==> config.mk <==
export PLATFORM = sky130hd
export DESIGN_NAME = issue_unit_top
export DESIGN_NICKNAME = d
export VERILOG_FILES = /design/src/verilog/issue_pkg.sv /design/src/verilog/decode_stage.sv /design/src/verilog/dispatch_stage.sv /design/src/verilog/issue_unit_top.sv /design/src/verilog/reg_status_table.sv
export SDC_FILE = /design/constraint.sdc
export NUM_CORES = 2
export LEC_CHECK = 0
export BUFFER_PORTS_ARGS = -buffer_cell sky130_fd_sc_hd__buf_4
export CAP_MARGIN = 20
export CORE_MARGIN = 8
export CORE_UTILIZATION = 45
export CTS_CLUSTER_DIAMETER = 80
export DETAILED_ROUTE_END_ITERATION = 10
export GPL_ROUTABILITY_DRIVEN = 0
export PLACE_DENSITY = 0.6
export SYNTH_ARGS = -nofsm -noshare
export SYNTH_HDL_FRONTEND = slang
export SYNTH_HIERARCHICAL = 1
export SYNTH_SLANG_ARGS = --single-unit
==> constraint.sdc <==
create_clock -name clk -period 20.4 [get_ports clk]
set_clock_uncertainty 0.2 [all_clocks]
set_input_delay 2.04 -clock clk [delete_from_list [all_inputs] [get_ports clk]]
set_output_delay 2.04 -clock clk [all_outputs]
set_load 0.02 [all_outputs]
==> src/verilog/issue_pkg.sv <==
package issue_pkg;

    localparam int XLEN     = 32;
    localparam int REG_W    = 5;
    localparam int NUM_REGS = 32;
    localparam int TAG_W    = 3;  // Tag 0 means no producer

    typedef enum logic [6:0] {
        op_lui   = 7'b0110111,
        op_auipc = 7'b0010111,
        op_imm   = 7'b0010011,
        op_reg   = 7'b0110011
    } rv32_opcode_e;

    // Encoding follows funct3 where it can
    typedef enum logic [2:0] {
        alu_add = 3'b000,
        alu_sll = 3'b001,
        alu_sra = 3'b010,
        alu_sub = 3'b011,
        alu_xor = 3'b100,
        alu_srl = 3'b101,
        alu_or  = 3'b110,
        alu_and = 3'b111
    } alu_op_e;

    typedef enum logic {
        cmp_lt  = 1'b0,
        cmp_ltu = 1'b1
    } cmp_op_e;

    typedef enum logic {
        unit_alu = 1'b0,
        unit_cmp = 1'b1
    } issue_unit_e;

    typedef struct packed {
        logic [XLEN-1:0] pc;
        logic [XLEN-1:0] instr;
    } instr_pkt_t;

    typedef struct packed {
        logic              valid;
        issue_unit_e       unit;
        alu_op_e           alu_op;
        cmp_op_e           cmp_op;
        logic [REG_W-1:0]  rd;
        logic [REG_W-1:0]  rs1;
        logic [REG_W-1:0]  rs2;
        logic              src1_is_reg;
        logic              src2_is_reg;
        logic [XLEN-1:0]   imm1;  // pc or zero
        logic [XLEN-1:0]   imm2;
        logic [XLEN-1:0]   pc;    // For the ROB entry
    } decoded_t;

    typedef struct packed {
        logic [XLEN-1:0]   value;
        logic              ready;
        logic [TAG_W-1:0]  tag;
    } operand_t;

    // Shared by the ALU and compare stations
    typedef struct packed {
        logic              valid;
        logic [2:0]        op;  // alu_op_e, or cmp_op_e zero extended
        operand_t          op1;
        operand_t          op2;
        logic [TAG_W-1:0]  rob_tag;
    } rs_entry_t;

    typedef struct packed {
        logic              valid;
        logic [XLEN-1:0]   pc;
        logic [REG_W-1:0]  rd;
        logic [TAG_W-1:0]  tag;
    } rob_alloc_t;

    typedef struct packed {
        logic              valid;
        logic [REG_W-1:0]  rd;
        logic [TAG_W-1:0]  tag;
        logic [XLEN-1:0]   value;
    } commit_t;

endpackage

==> src/verilog/decode_stage.sv <==
`timescale 1ns/10ps

module decode_stage (
    input  logic                  clk,
    input  logic                  rst_i,
    input  logic                  instr_valid_i,
    input  issue_pkg::instr_pkt_t instr_i,
    output logic                  instr_ready_o,
    input  logic                  dec_ready_i,
    output issue_pkg::decoded_t   dec_o
);

    // funct3 to ALU op, sub_sel only honoured for OP
    function automatic issue_pkg::alu_op_e alu_op_of(input logic [2:0] f3,
                                                     input logic sub_sel,
                                                     input logic sra_sel);
        case (f3)
            3'b000:  return sub_sel ? issue_pkg::alu_sub : issue_pkg::alu_add;
            3'b101:  return sra_sel ? issue_pkg::alu_sra : issue_pkg::alu_srl;
            default: return issue_pkg::alu_op_e'(f3);
        endcase
    endfunction

    issue_pkg::rv32_opcode_e     opcode;
    logic [2:0]                  funct3;
    logic                        funct7_b5;
    logic [issue_pkg::REG_W-1:0] rd, rs1, rs2;
    logic [issue_pkg::XLEN-1:0]  i_imm, u_imm;
    logic                        is_slt;
    logic                        supported;
    issue_pkg::decoded_t         dec_n;

    assign opcode    = issue_pkg::rv32_opcode_e'(instr_i.instr[6:0]);
    assign funct3    = instr_i.instr[14:12];
    assign funct7_b5 = instr_i.instr[30];
    assign rd        = instr_i.instr[11:7];
    assign rs1       = instr_i.instr[19:15];
    assign rs2       = instr_i.instr[24:20];
    assign i_imm     = {{20{instr_i.instr[31]}}, instr_i.instr[31:20]};
    assign u_imm     = {instr_i.instr[31:12], 12'h000};
    assign is_slt    = (funct3[2:1] == 2'b01);  // SLT and SLTU

    always_comb begin
        dec_n        = '0;
        supported    = 1'b1;
        dec_n.pc     = instr_i.pc;
        dec_n.rd     = rd;
        dec_n.imm2   = i_imm;
        dec_n.unit   = issue_pkg::unit_alu;
        dec_n.alu_op = issue_pkg::alu_add;
        dec_n.cmp_op = funct3[0] ? issue_pkg::cmp_ltu : issue_pkg::cmp_lt;
        case (opcode)
            issue_pkg::op_lui: begin
                dec_n.imm2 = u_imm;  // 0 + imm
            end
            issue_pkg::op_auipc: begin
                dec_n.imm1 = instr_i.pc;
                dec_n.imm2 = u_imm;
            end
            issue_pkg::op_imm: begin
                dec_n.rs1         = rs1;
                dec_n.src1_is_reg = 1'b1;
                dec_n.alu_op      = alu_op_of(funct3, 1'b0, funct7_b5);
                if (is_slt)
                    dec_n.unit = issue_pkg::unit_cmp;
            end
            issue_pkg::op_reg: begin
                dec_n.rs1         = rs1;
                dec_n.rs2         = rs2;
                dec_n.src1_is_reg = 1'b1;
                dec_n.src2_is_reg = 1'b1;
                dec_n.alu_op      = alu_op_of(funct3, funct7_b5, funct7_b5);
                if (is_slt)
                    dec_n.unit = issue_pkg::unit_cmp;
            end
            default: supported = 1'b0;
        endcase
        // x0 writes and unknown opcodes are swallowed here
        dec_n.valid = instr_valid_i && supported && (rd != '0);
    end

    assign instr_ready_o = dec_ready_i;  // Empty or draining

    always_ff @(posedge clk) begin
        if (rst_i) begin
            dec_o.valid <= 1'b0;
        end else if (dec_ready_i) begin
            dec_o <= dec_n;
        end
    end

endmodule

==> src/verilog/dispatch_stage.sv <==
`timescale 1ns/10ps

module dispatch_stage (
    input  logic                        clk,
    input  logic                        rst_i,
    input  issue_pkg::decoded_t         dec_i,
    output logic                        dec_ready_o,
    output logic [issue_pkg::REG_W-1:0] rs1_o,
    output logic [issue_pkg::REG_W-1:0] rs2_o,
    input  issue_pkg::operand_t         op1_i,
    input  issue_pkg::operand_t         op2_i,
    output logic                        rename_en_o,
    output logic [issue_pkg::REG_W-1:0] rename_rd_o,
    output logic [issue_pkg::TAG_W-1:0] rename_tag_o,
    input  logic [issue_pkg::TAG_W-1:0] rob_tag_i,
    input  logic                        rob_full_i,
    input  logic                        alu_full_i,
    input  logic                        cmp_full_i,
    output issue_pkg::rs_entry_t        alu_o,
    output issue_pkg::rs_entry_t        cmp_o,
    output issue_pkg::rob_alloc_t       rob_o
);

    logic                   to_cmp;
    logic                   target_full;
    logic                   issue;
    issue_pkg::operand_t    src1, src2;
    issue_pkg::rs_entry_t   entry_n;
    issue_pkg::rob_alloc_t  rob_n;

    // Table lookup happens here, same cycle as the rename
    assign rs1_o = dec_i.rs1;
    assign rs2_o = dec_i.rs2;

    assign src1 = dec_i.src1_is_reg ? op1_i :
                  issue_pkg::operand_t'{value: dec_i.imm1, ready: 1'b1, tag: '0};
    assign src2 = dec_i.src2_is_reg ? op2_i :
                  issue_pkg::operand_t'{value: dec_i.imm2, ready: 1'b1, tag: '0};

    assign to_cmp      = (dec_i.unit == issue_pkg::unit_cmp);
    assign target_full = to_cmp ? cmp_full_i : alu_full_i;
    assign issue       = dec_i.valid && !rob_full_i && !target_full;
    assign dec_ready_o = !dec_i.valid || issue;

    assign rename_en_o  = issue;
    assign rename_rd_o  = dec_i.rd;
    assign rename_tag_o = rob_tag_i;

    always_comb begin
        entry_n.valid   = 1'b1;
        entry_n.op      = to_cmp ? {2'b00, dec_i.cmp_op} : dec_i.alu_op;
        entry_n.op1     = src1;
        entry_n.op2     = src2;
        entry_n.rob_tag = rob_tag_i;

        rob_n.valid = 1'b1;
        rob_n.pc    = dec_i.pc;
        rob_n.rd    = dec_i.rd;
        rob_n.tag   = rob_tag_i;
    end

    always_ff @(posedge clk) begin
        if (rst_i) begin
            alu_o.valid <= 1'b0;
            cmp_o.valid <= 1'b0;
            rob_o.valid <= 1'b0;
        end else begin
            // Single cycle pulses
            alu_o.valid <= 1'b0;
            cmp_o.valid <= 1'b0;
            rob_o.valid <= 1'b0;
            if (issue) begin
                rob_o <= rob_n;
                if (to_cmp)
                    cmp_o <= entry_n;
                else
                    alu_o <= entry_n;
            end
        end
    end

endmodule

==> src/verilog/issue_unit_top.sv <==
`timescale 1ns/10ps

module issue_unit_top (
    input  logic                        clk,
    input  logic                        rst_i,
    input  logic                        instr_valid_i,
    input  issue_pkg::instr_pkt_t       instr_i,
    output logic                        instr_ready_o,
    input  issue_pkg::commit_t          commit_i,
    input  logic [issue_pkg::TAG_W-1:0] rob_tag_i,
    input  logic                        rob_full_i,
    input  logic                        alu_full_i,
    input  logic                        cmp_full_i,
    output issue_pkg::rs_entry_t        alu_o,
    output issue_pkg::rs_entry_t        cmp_o,
    output issue_pkg::rob_alloc_t       rob_o
);

    issue_pkg::decoded_t         dec;
    logic                        dec_ready;
    logic [issue_pkg::REG_W-1:0] rs1, rs2;
    issue_pkg::operand_t         op1, op2;
    logic                        rename_en;
    logic [issue_pkg::REG_W-1:0] rename_rd;
    logic [issue_pkg::TAG_W-1:0] rename_tag;

    decode_stage decode_stage_inst (
        .clk           (clk),
        .rst_i         (rst_i),
        .instr_valid_i (instr_valid_i),
        .instr_i       (instr_i),
        .instr_ready_o (instr_ready_o),
        .dec_ready_i   (dec_ready),
        .dec_o         (dec)
    );

    dispatch_stage dispatch_stage_inst (
        .clk          (clk),
        .rst_i        (rst_i),
        .dec_i        (dec),
        .dec_ready_o  (dec_ready),
        .rs1_o        (rs1),
        .rs2_o        (rs2),
        .op1_i        (op1),
        .op2_i        (op2),
        .rename_en_o  (rename_en),
        .rename_rd_o  (rename_rd),
        .rename_tag_o (rename_tag),
        .rob_tag_i    (rob_tag_i),
        .rob_full_i   (rob_full_i),
        .alu_full_i   (alu_full_i),
        .cmp_full_i   (cmp_full_i),
        .alu_o        (alu_o),
        .cmp_o        (cmp_o),
        .rob_o        (rob_o)
    );

    reg_status_table reg_status_table_inst (
        .clk          (clk),
        .rst_i        (rst_i),
        .rs1_i        (rs1),
        .rs2_i        (rs2),
        .op1_o        (op1),
        .op2_o        (op2),
        .rename_en_i  (rename_en),
        .rename_rd_i  (rename_rd),
        .rename_tag_i (rename_tag),
        .commit_i     (commit_i)
    );

endmodule

==> src/verilog/reg_status_table.sv <==
`timescale 1ns/10ps

module reg_status_table (
    input  logic                        clk,
    input  logic                        rst_i,
    input  logic [issue_pkg::REG_W-1:0] rs1_i,
    input  logic [issue_pkg::REG_W-1:0] rs2_i,
    output issue_pkg::operand_t         op1_o,
    output issue_pkg::operand_t         op2_o,
    input  logic                        rename_en_i,
    input  logic [issue_pkg::REG_W-1:0] rename_rd_i,
    input  logic [issue_pkg::TAG_W-1:0] rename_tag_i,
    input  issue_pkg::commit_t          commit_i
);

    logic [issue_pkg::XLEN-1:0]  value_q [issue_pkg::NUM_REGS];
    logic [issue_pkg::TAG_W-1:0] tag_q [issue_pkg::NUM_REGS];
    logic [issue_pkg::REG_W-1:0] rd_idx [2];
    issue_pkg::operand_t         rd_op [2];

    assign rd_idx[0] = rs1_i;
    assign rd_idx[1] = rs2_i;
    assign op1_o     = rd_op[0];
    assign op2_o     = rd_op[1];

    always_ff @(posedge clk) begin
        if (rst_i) begin
            for (int i = 0; i < issue_pkg::NUM_REGS; i++) begin
                value_q[i] <= '0;
                tag_q[i]   <= '0;
            end
        end else begin
            for (int i = 1; i < issue_pkg::NUM_REGS; i++) begin
                if (commit_i.valid && commit_i.rd == issue_pkg::REG_W'(i)) begin
                    value_q[i] <= commit_i.value;
                    // Stale commit keeps the newer producer
                    if (tag_q[i] == commit_i.tag)
                        tag_q[i] <= '0;
                end
                if (rename_en_i && rename_rd_i == issue_pkg::REG_W'(i))
                    tag_q[i] <= rename_tag_i;  // Rename beats commit clear
            end
        end
    end

    always_comb begin
        for (int p = 0; p < 2; p++) begin
            rd_op[p].value = value_q[rd_idx[p]];
            rd_op[p].tag   = tag_q[rd_idx[p]];
            // Commit bypass
            if (rd_op[p].tag != '0 && commit_i.valid && commit_i.tag == rd_op[p].tag) begin
                rd_op[p].value = commit_i.value;
                rd_op[p].tag   = '0;
            end
            if (rd_idx[p] == '0) begin
                rd_op[p].value = '0;
                rd_op[p].tag   = '0;
            end
            rd_op[p].ready = (rd_op[p].tag == '0);
        end
    end

endmodule

Word-level counts from Yosys, hierarchy flattened
Memory sizes are Yosys's and may differ from the RTL's. A register that Yosys moved wholly into a read port is not among the register bits.
Cells that the tools add are included.
{"block": "totals", "register_bits": 318, "mem_bits_rw": 1120, "inputBits": 114, "mem_count": 2}
{"memory": "reg_status_table_inst.value_q", "depth": 32, "word_bits": 32, "rd": 2, "rd_ports_with_merged_regs": 2, "wr": 32, "line": "reg_status_table.sv:16", "rtl": "logic [issue_pkg::XLEN-1:0] value_q [issue_pkg::NUM_REGS];"}
{"memory": "reg_status_table_inst.tag_q", "depth": 32, "word_bits": 3, "rd": 33, "rd_ports_with_merged_regs": 2, "wr": 32, "line": "reg_status_table.sv:17", "rtl": "logic [issue_pkg::TAG_W-1:0] tag_q [issue_pkg::NUM_REGS];"}
{"block": "op_classes", "eq_ne": 101, "n_mux": 439, "n_bitwise": 96, "reduce_logical": 90}
{"cell": "32-bit 2-to-1 mux", "count": 35}
{"cell": "1-bit 2-to-1 mux", "count": 318}
{"cell": "3-bit 2-to-1 mux", "count": 68}
{"cell": "5-bit equality test (second input constant)", "count": 32}
{"cell": "79-bit 2-to-1 mux", "count": 2}
{"cell": "3-bit equality test", "count": 33}
{"cell": "1-bit OR", "count": 93}
{"cell": "5-bit by 4-bit equality test with 1-bit output (second input constant)", "count": 16}
{"cell": "36-bit 2-to-1 mux", "count": 2}
{"cell": "1-bit logical AND", "count": 70}
{"cell": "41-bit 2-to-1 mux", "count": 1}
{"cell": "5-bit by 3-bit equality test with 1-bit output (second input constant)", "count": 8}
{"cell": "5-bit 2-to-1 mux", "count": 8}
{"cell": "31-bit 2-to-1 mux", "count": 1}
{"cell": "5-bit by 2-bit equality test with 1-bit output (second input constant)", "count": 4}
{"cell": "7-bit by 5-bit equality test with 1-bit output (second input constant)", "count": 2}
{"cell": "7-bit by 6-bit equality test with 1-bit output (second input constant)", "count": 2}
{"cell": "3-bit case mux with 2 select lines", "count": 2}
{"cell": "5-bit by 1-bit equality test with 1-bit output (second input constant)", "count": 2}
{"cell": "5-bit zero test", "count": 2}
{"cell": "3-bit zero test", "count": 3}
{"cell": "4-bit case mux with 2 select lines", "count": 1}
{"cell": "3-bit AND reduction", "count": 2}
{"cell": "3-bit nonzero test", "count": 2}
{"cell": "other kinds (10)", "count": 17}

Logic depth before layout (Yosys ltp)
{"block": "logic_depth", "depth_word": 8, "mapped_depth": 14}

By module
Netlist, hierarchy kept.
{"mod": "reg_status_table", "n_inst": 1, "cells_each": 3431, "area_each_um2": 56344.0}
{"mod": "dispatch_stage", "n_inst": 1, "cells_each": 311, "area_each_um2": 7008.0}
{"mod": "decode_stage", "n_inst": 1, "cells_each": 226, "area_each_um2": 4280.4}

Least setup slack after synthesis
Ideal clock, no wire load.
{"block": "synth_timing", "path_type": "input to register", "start": "input cmp_full_i", "end": "register decode_stage_inst/dec_o[118] in the netlist's numbering", "setup_ns": 0.112, "arrival_ns": 8.346, "t_required_ns": 20.088, "slack_ns": 11.742, "path_stages": 5, "cell_sequence": "mux2_2 -> o21ai_0 -> nor2b_1 -> nand2_1 -> o41ai_1"}
{"block": "synth_between", "elab_chain_cells": 4}
{"element": "start: declaration", "line": "issue_unit_top.sv:13", "rtl": "input logic cmp_full_i,"}
{"element": "1-bit 2-to-1 mux", "line": "dispatch_stage.sv:41", "rtl": "assign target_full = to_cmp ? cmp_full_i : alu_full_i;"}
{"element": "1-bit zero test", "line": "dispatch_stage.sv:42", "rtl": "assign issue = dec_i.valid && !rob_full_i && !target_full;"}
{"element": "1-bit logical AND", "line": "dispatch_stage.sv:42"}
{"element": "1-bit logical OR", "line": "dispatch_stage.sv:43", "rtl": "assign dec_ready_o = !dec_i.valid || issue;"}
{"element": "via dec_ready", "line": "issue_unit_top.sv:20", "rtl": "logic dec_ready;"}
{"element": "end signal: assignment", "line": "decode_stage.sv:88", "rtl": "dec_o <= dec_n;"}
{"element": "end: declaration", "line": "decode_stage.sv:10", "rtl": "output issue_pkg::decoded_t dec_o"}
The timed path passes the listed nets, and every way through them passes these cells.
A chain may end at the register's enable or synchronous reset.

Worst setup path after layout
{"block": "layout_timing", "start": "input cmp_full_i", "end": "output instr_ready_o"}
{"block": "layout_between", "elab_chain_cells": 4}
{"element": "1-bit 2-to-1 mux", "line": "dispatch_stage.sv:41"}
{"element": "1-bit zero test", "line": "dispatch_stage.sv:42"}
{"element": "1-bit logical AND", "line": "dispatch_stage.sv:42"}
{"element": "1-bit logical OR", "line": "dispatch_stage.sv:43"}
{"element": "end: declaration", "line": "issue_unit_top.sv:8", "rtl": "output logic instr_ready_o,"}
Every way passes these cells.

==> results.cfg <==
[route]
ant_nets = 0
vias = 40100
dr.first_iter.drc_count = 4897
drcViolationCount = 0
viasPerCell = 6.37
routedWlPerCell_um = 35.8
drt-total-wl_um = 225000
drtPass1Iterations = 5

[power_and_ir_drop]
powerDensity_mw_per_mm2 = 87.4
p_total_w = 0.00669
p_leak_nw = 25.6
vdd_drop_max_mv = 0.0574

[yosys]
syn_area_sq_mm = 0.0676
synth_top_area_share = 0.621
synth_top_area_cell = edfxtp_1
ys_seq_elements = 1403
yosys_warnings = 6
synth_fp_nets = 4082
synth_area_leaders = edfxtp_1, mux4_2, mux2_2
synth.most_common_cell = edfxtp_1
syn_avg_cell_area_sq_um = 17.0
synthArstFlopShare = 0
ys_types = 66
ys.flop_type = edfxtp_1
synth_top_cells_by_count = edfxtp_1, mux4_2, nor2_1
synth_edf_count = 1399
syn_inst = 3968
synth-seq-area-share = 0.622

[clock_network]
cts_num_sinks = 1403
cts-root-buf = clkbuf_16
worstSkewPairLatency_ns = 0.78
holdBufCountCts = 0
numCtsBuffers = 150
cts.clk_slew.worst_paths_ns = 0.06
cts_buffer_depth = 3
cts_tree = built
post_cts_resized = 0
post_cts_buffers = 0
cts_max_level = 4

[placement]
dpl.hpwl_um = 133000
portBuffers = 313
dp_cells = 6018

[sta]
rsz0062_at_grt = false
finalCritPeriodShare = 0.260
final-hold-violation-count = 0
fmaxAchievable_mhz = 188
final-setup-viol-count = 0
fin_tns_setup_ns = 0
slew_headroom = 0.274
timing.hold.ws_ns = 0.216
finalMaxSlewViolations = 0
max_slew.worst_pin.slew_ns = 1.09
fin_crit_ns = 5.31

[global_route]
antenna_found_initial = 8
gr-total-overflow = 0
track_usage = 0.272
grt_max_degree = 110
grt_pass1_vias = 40800
grt_pass1_wl_um = 314000

[layout]
nNetsFinal = 4269
instances_no_fill = 6293
layout-drive-gt1-share = 0.353
area_growth_pct = 13.2

[worst_setup_path]
path_class = input port to primary output
crit_path_end_kind = primary output
worstSetupStartpointType = input port
crit_start = cmp_full_i
r2r-start = decode_stage_inst/dec_o[98]$_SDFFCE_PP0P_
crit_required_ns = 18.16
path_max_fanout = 4
crit_arrival_ns = 3.07

[job]
drv_cap = 0

[worst_hold_path]
hold_path_startpoint = decode_stage_inst/dec_o[27]$_DFFE_PP_
min_path_type = flip-flop to flip-flop

[die]
chipWidth_um = 404
start_util = 0.452
core_sq_mm = 0.150
die_area_sq_mm = 0.163
num_rows = 142
die_y_um = 404
ios = 314

[status]
status = finished clean
==> logic make-up (layout without fill, tap and decap cells) <==
family	count (synthesis)	in the layout	synth area share
AO/OA/AOI/OAI	166	166	0.0184
XOR/XNOR	98	98	0.0128
buffers and inverters	418	724	0.0284
flip-flops	1403	1403	0.622
multiplexers	900	900	0.251
other	0	3	0
AND/OR/NAND/NOR	983	983	0.0670
==> registers in the layout, summed over array words and instances, names as in the netlist <==
| name | cells |
|---|---|
| decode_stage_inst/dec_o | 119 |
| dispatch_stage_inst/cmp_o | 79 |
| reg_status_table_inst/value_q | 992 |
| dispatch_stage_inst/rob_o | 41 |
| dispatch_stage_inst/alu_o | 79 |
| reg_status_table_inst/tag_q | 93 |
==> cell usage in the layout, fill, tap and decap left out, types with 48 or more instances in the layout <==
cell,netlist,routed
nand2_1,77,64
edfxtp_1,1399,1399
nor2_1,600,598
clkbuf_16,0,154
mux2_2,204,204
buf_4,32,404
mux2i_1,48,48
mux4_2,613,613
and2_1,117,117
xor2_1,89,89
==> area by class of cell <==
cell class	instances	area [sq um]
repair buffers	414	3240
fillers	12300	73100
clock buffers	182	3960
clock inverters	89	733
flip-flops and latches	1403	42100
diodes	3	7.51
multi-input cells	2147	23800
inverters	39	151
well taps	2016	2520
==> final timing paths <==
kind              depth (start not counted)  slack (ns)                                 endpoint
setup / recovery                          4       15.09                            instr_ready_o
hold / removal                            0        0.22  dispatch_stage_inst/rob_o[35]$_DFFE_PP_
setup reg to reg                          8       15.11  dispatch_stage_inst/alu_o[12]$_DFFE_PP_
hold reg to reg                           0        0.22  dispatch_stage_inst/rob_o[35]$_DFFE_PP_
==> worst max-delay path: stages <==
cell	delay, ns
buf_4	0.14
mux2_2	0.33
o21ai_0	0.34
buf_4	0.22
==> power breakdown <==
group	switching (W)	internal, W
sequential	0.0000834	0.00335
clock	0.00114	0.00151
combinational	0.000348	0.000268
==> metal layers <==
layer,track usage,vias to the layer above,routed length (um)
li1,-,16000,-
met1,0.350,21300,84300
met2,0.443,2225,109000
met3,0.0549,470,19200
met4,0.132,4,12600
met5,0,-,27
==> per-stage QoR <==
step	worst slack, ns	cell area [sq um]	util
after floorplan	11.74	67600	-
after global placement	14.91	71800	0.480
after detailed placement	14.85	71800	0.480
after CTS	14.99	76500	0.512
after global routing	14.78	76500	0.512
final	15.09	76500	0.512
Note: power is estimated with default switching activity, not from simulation.
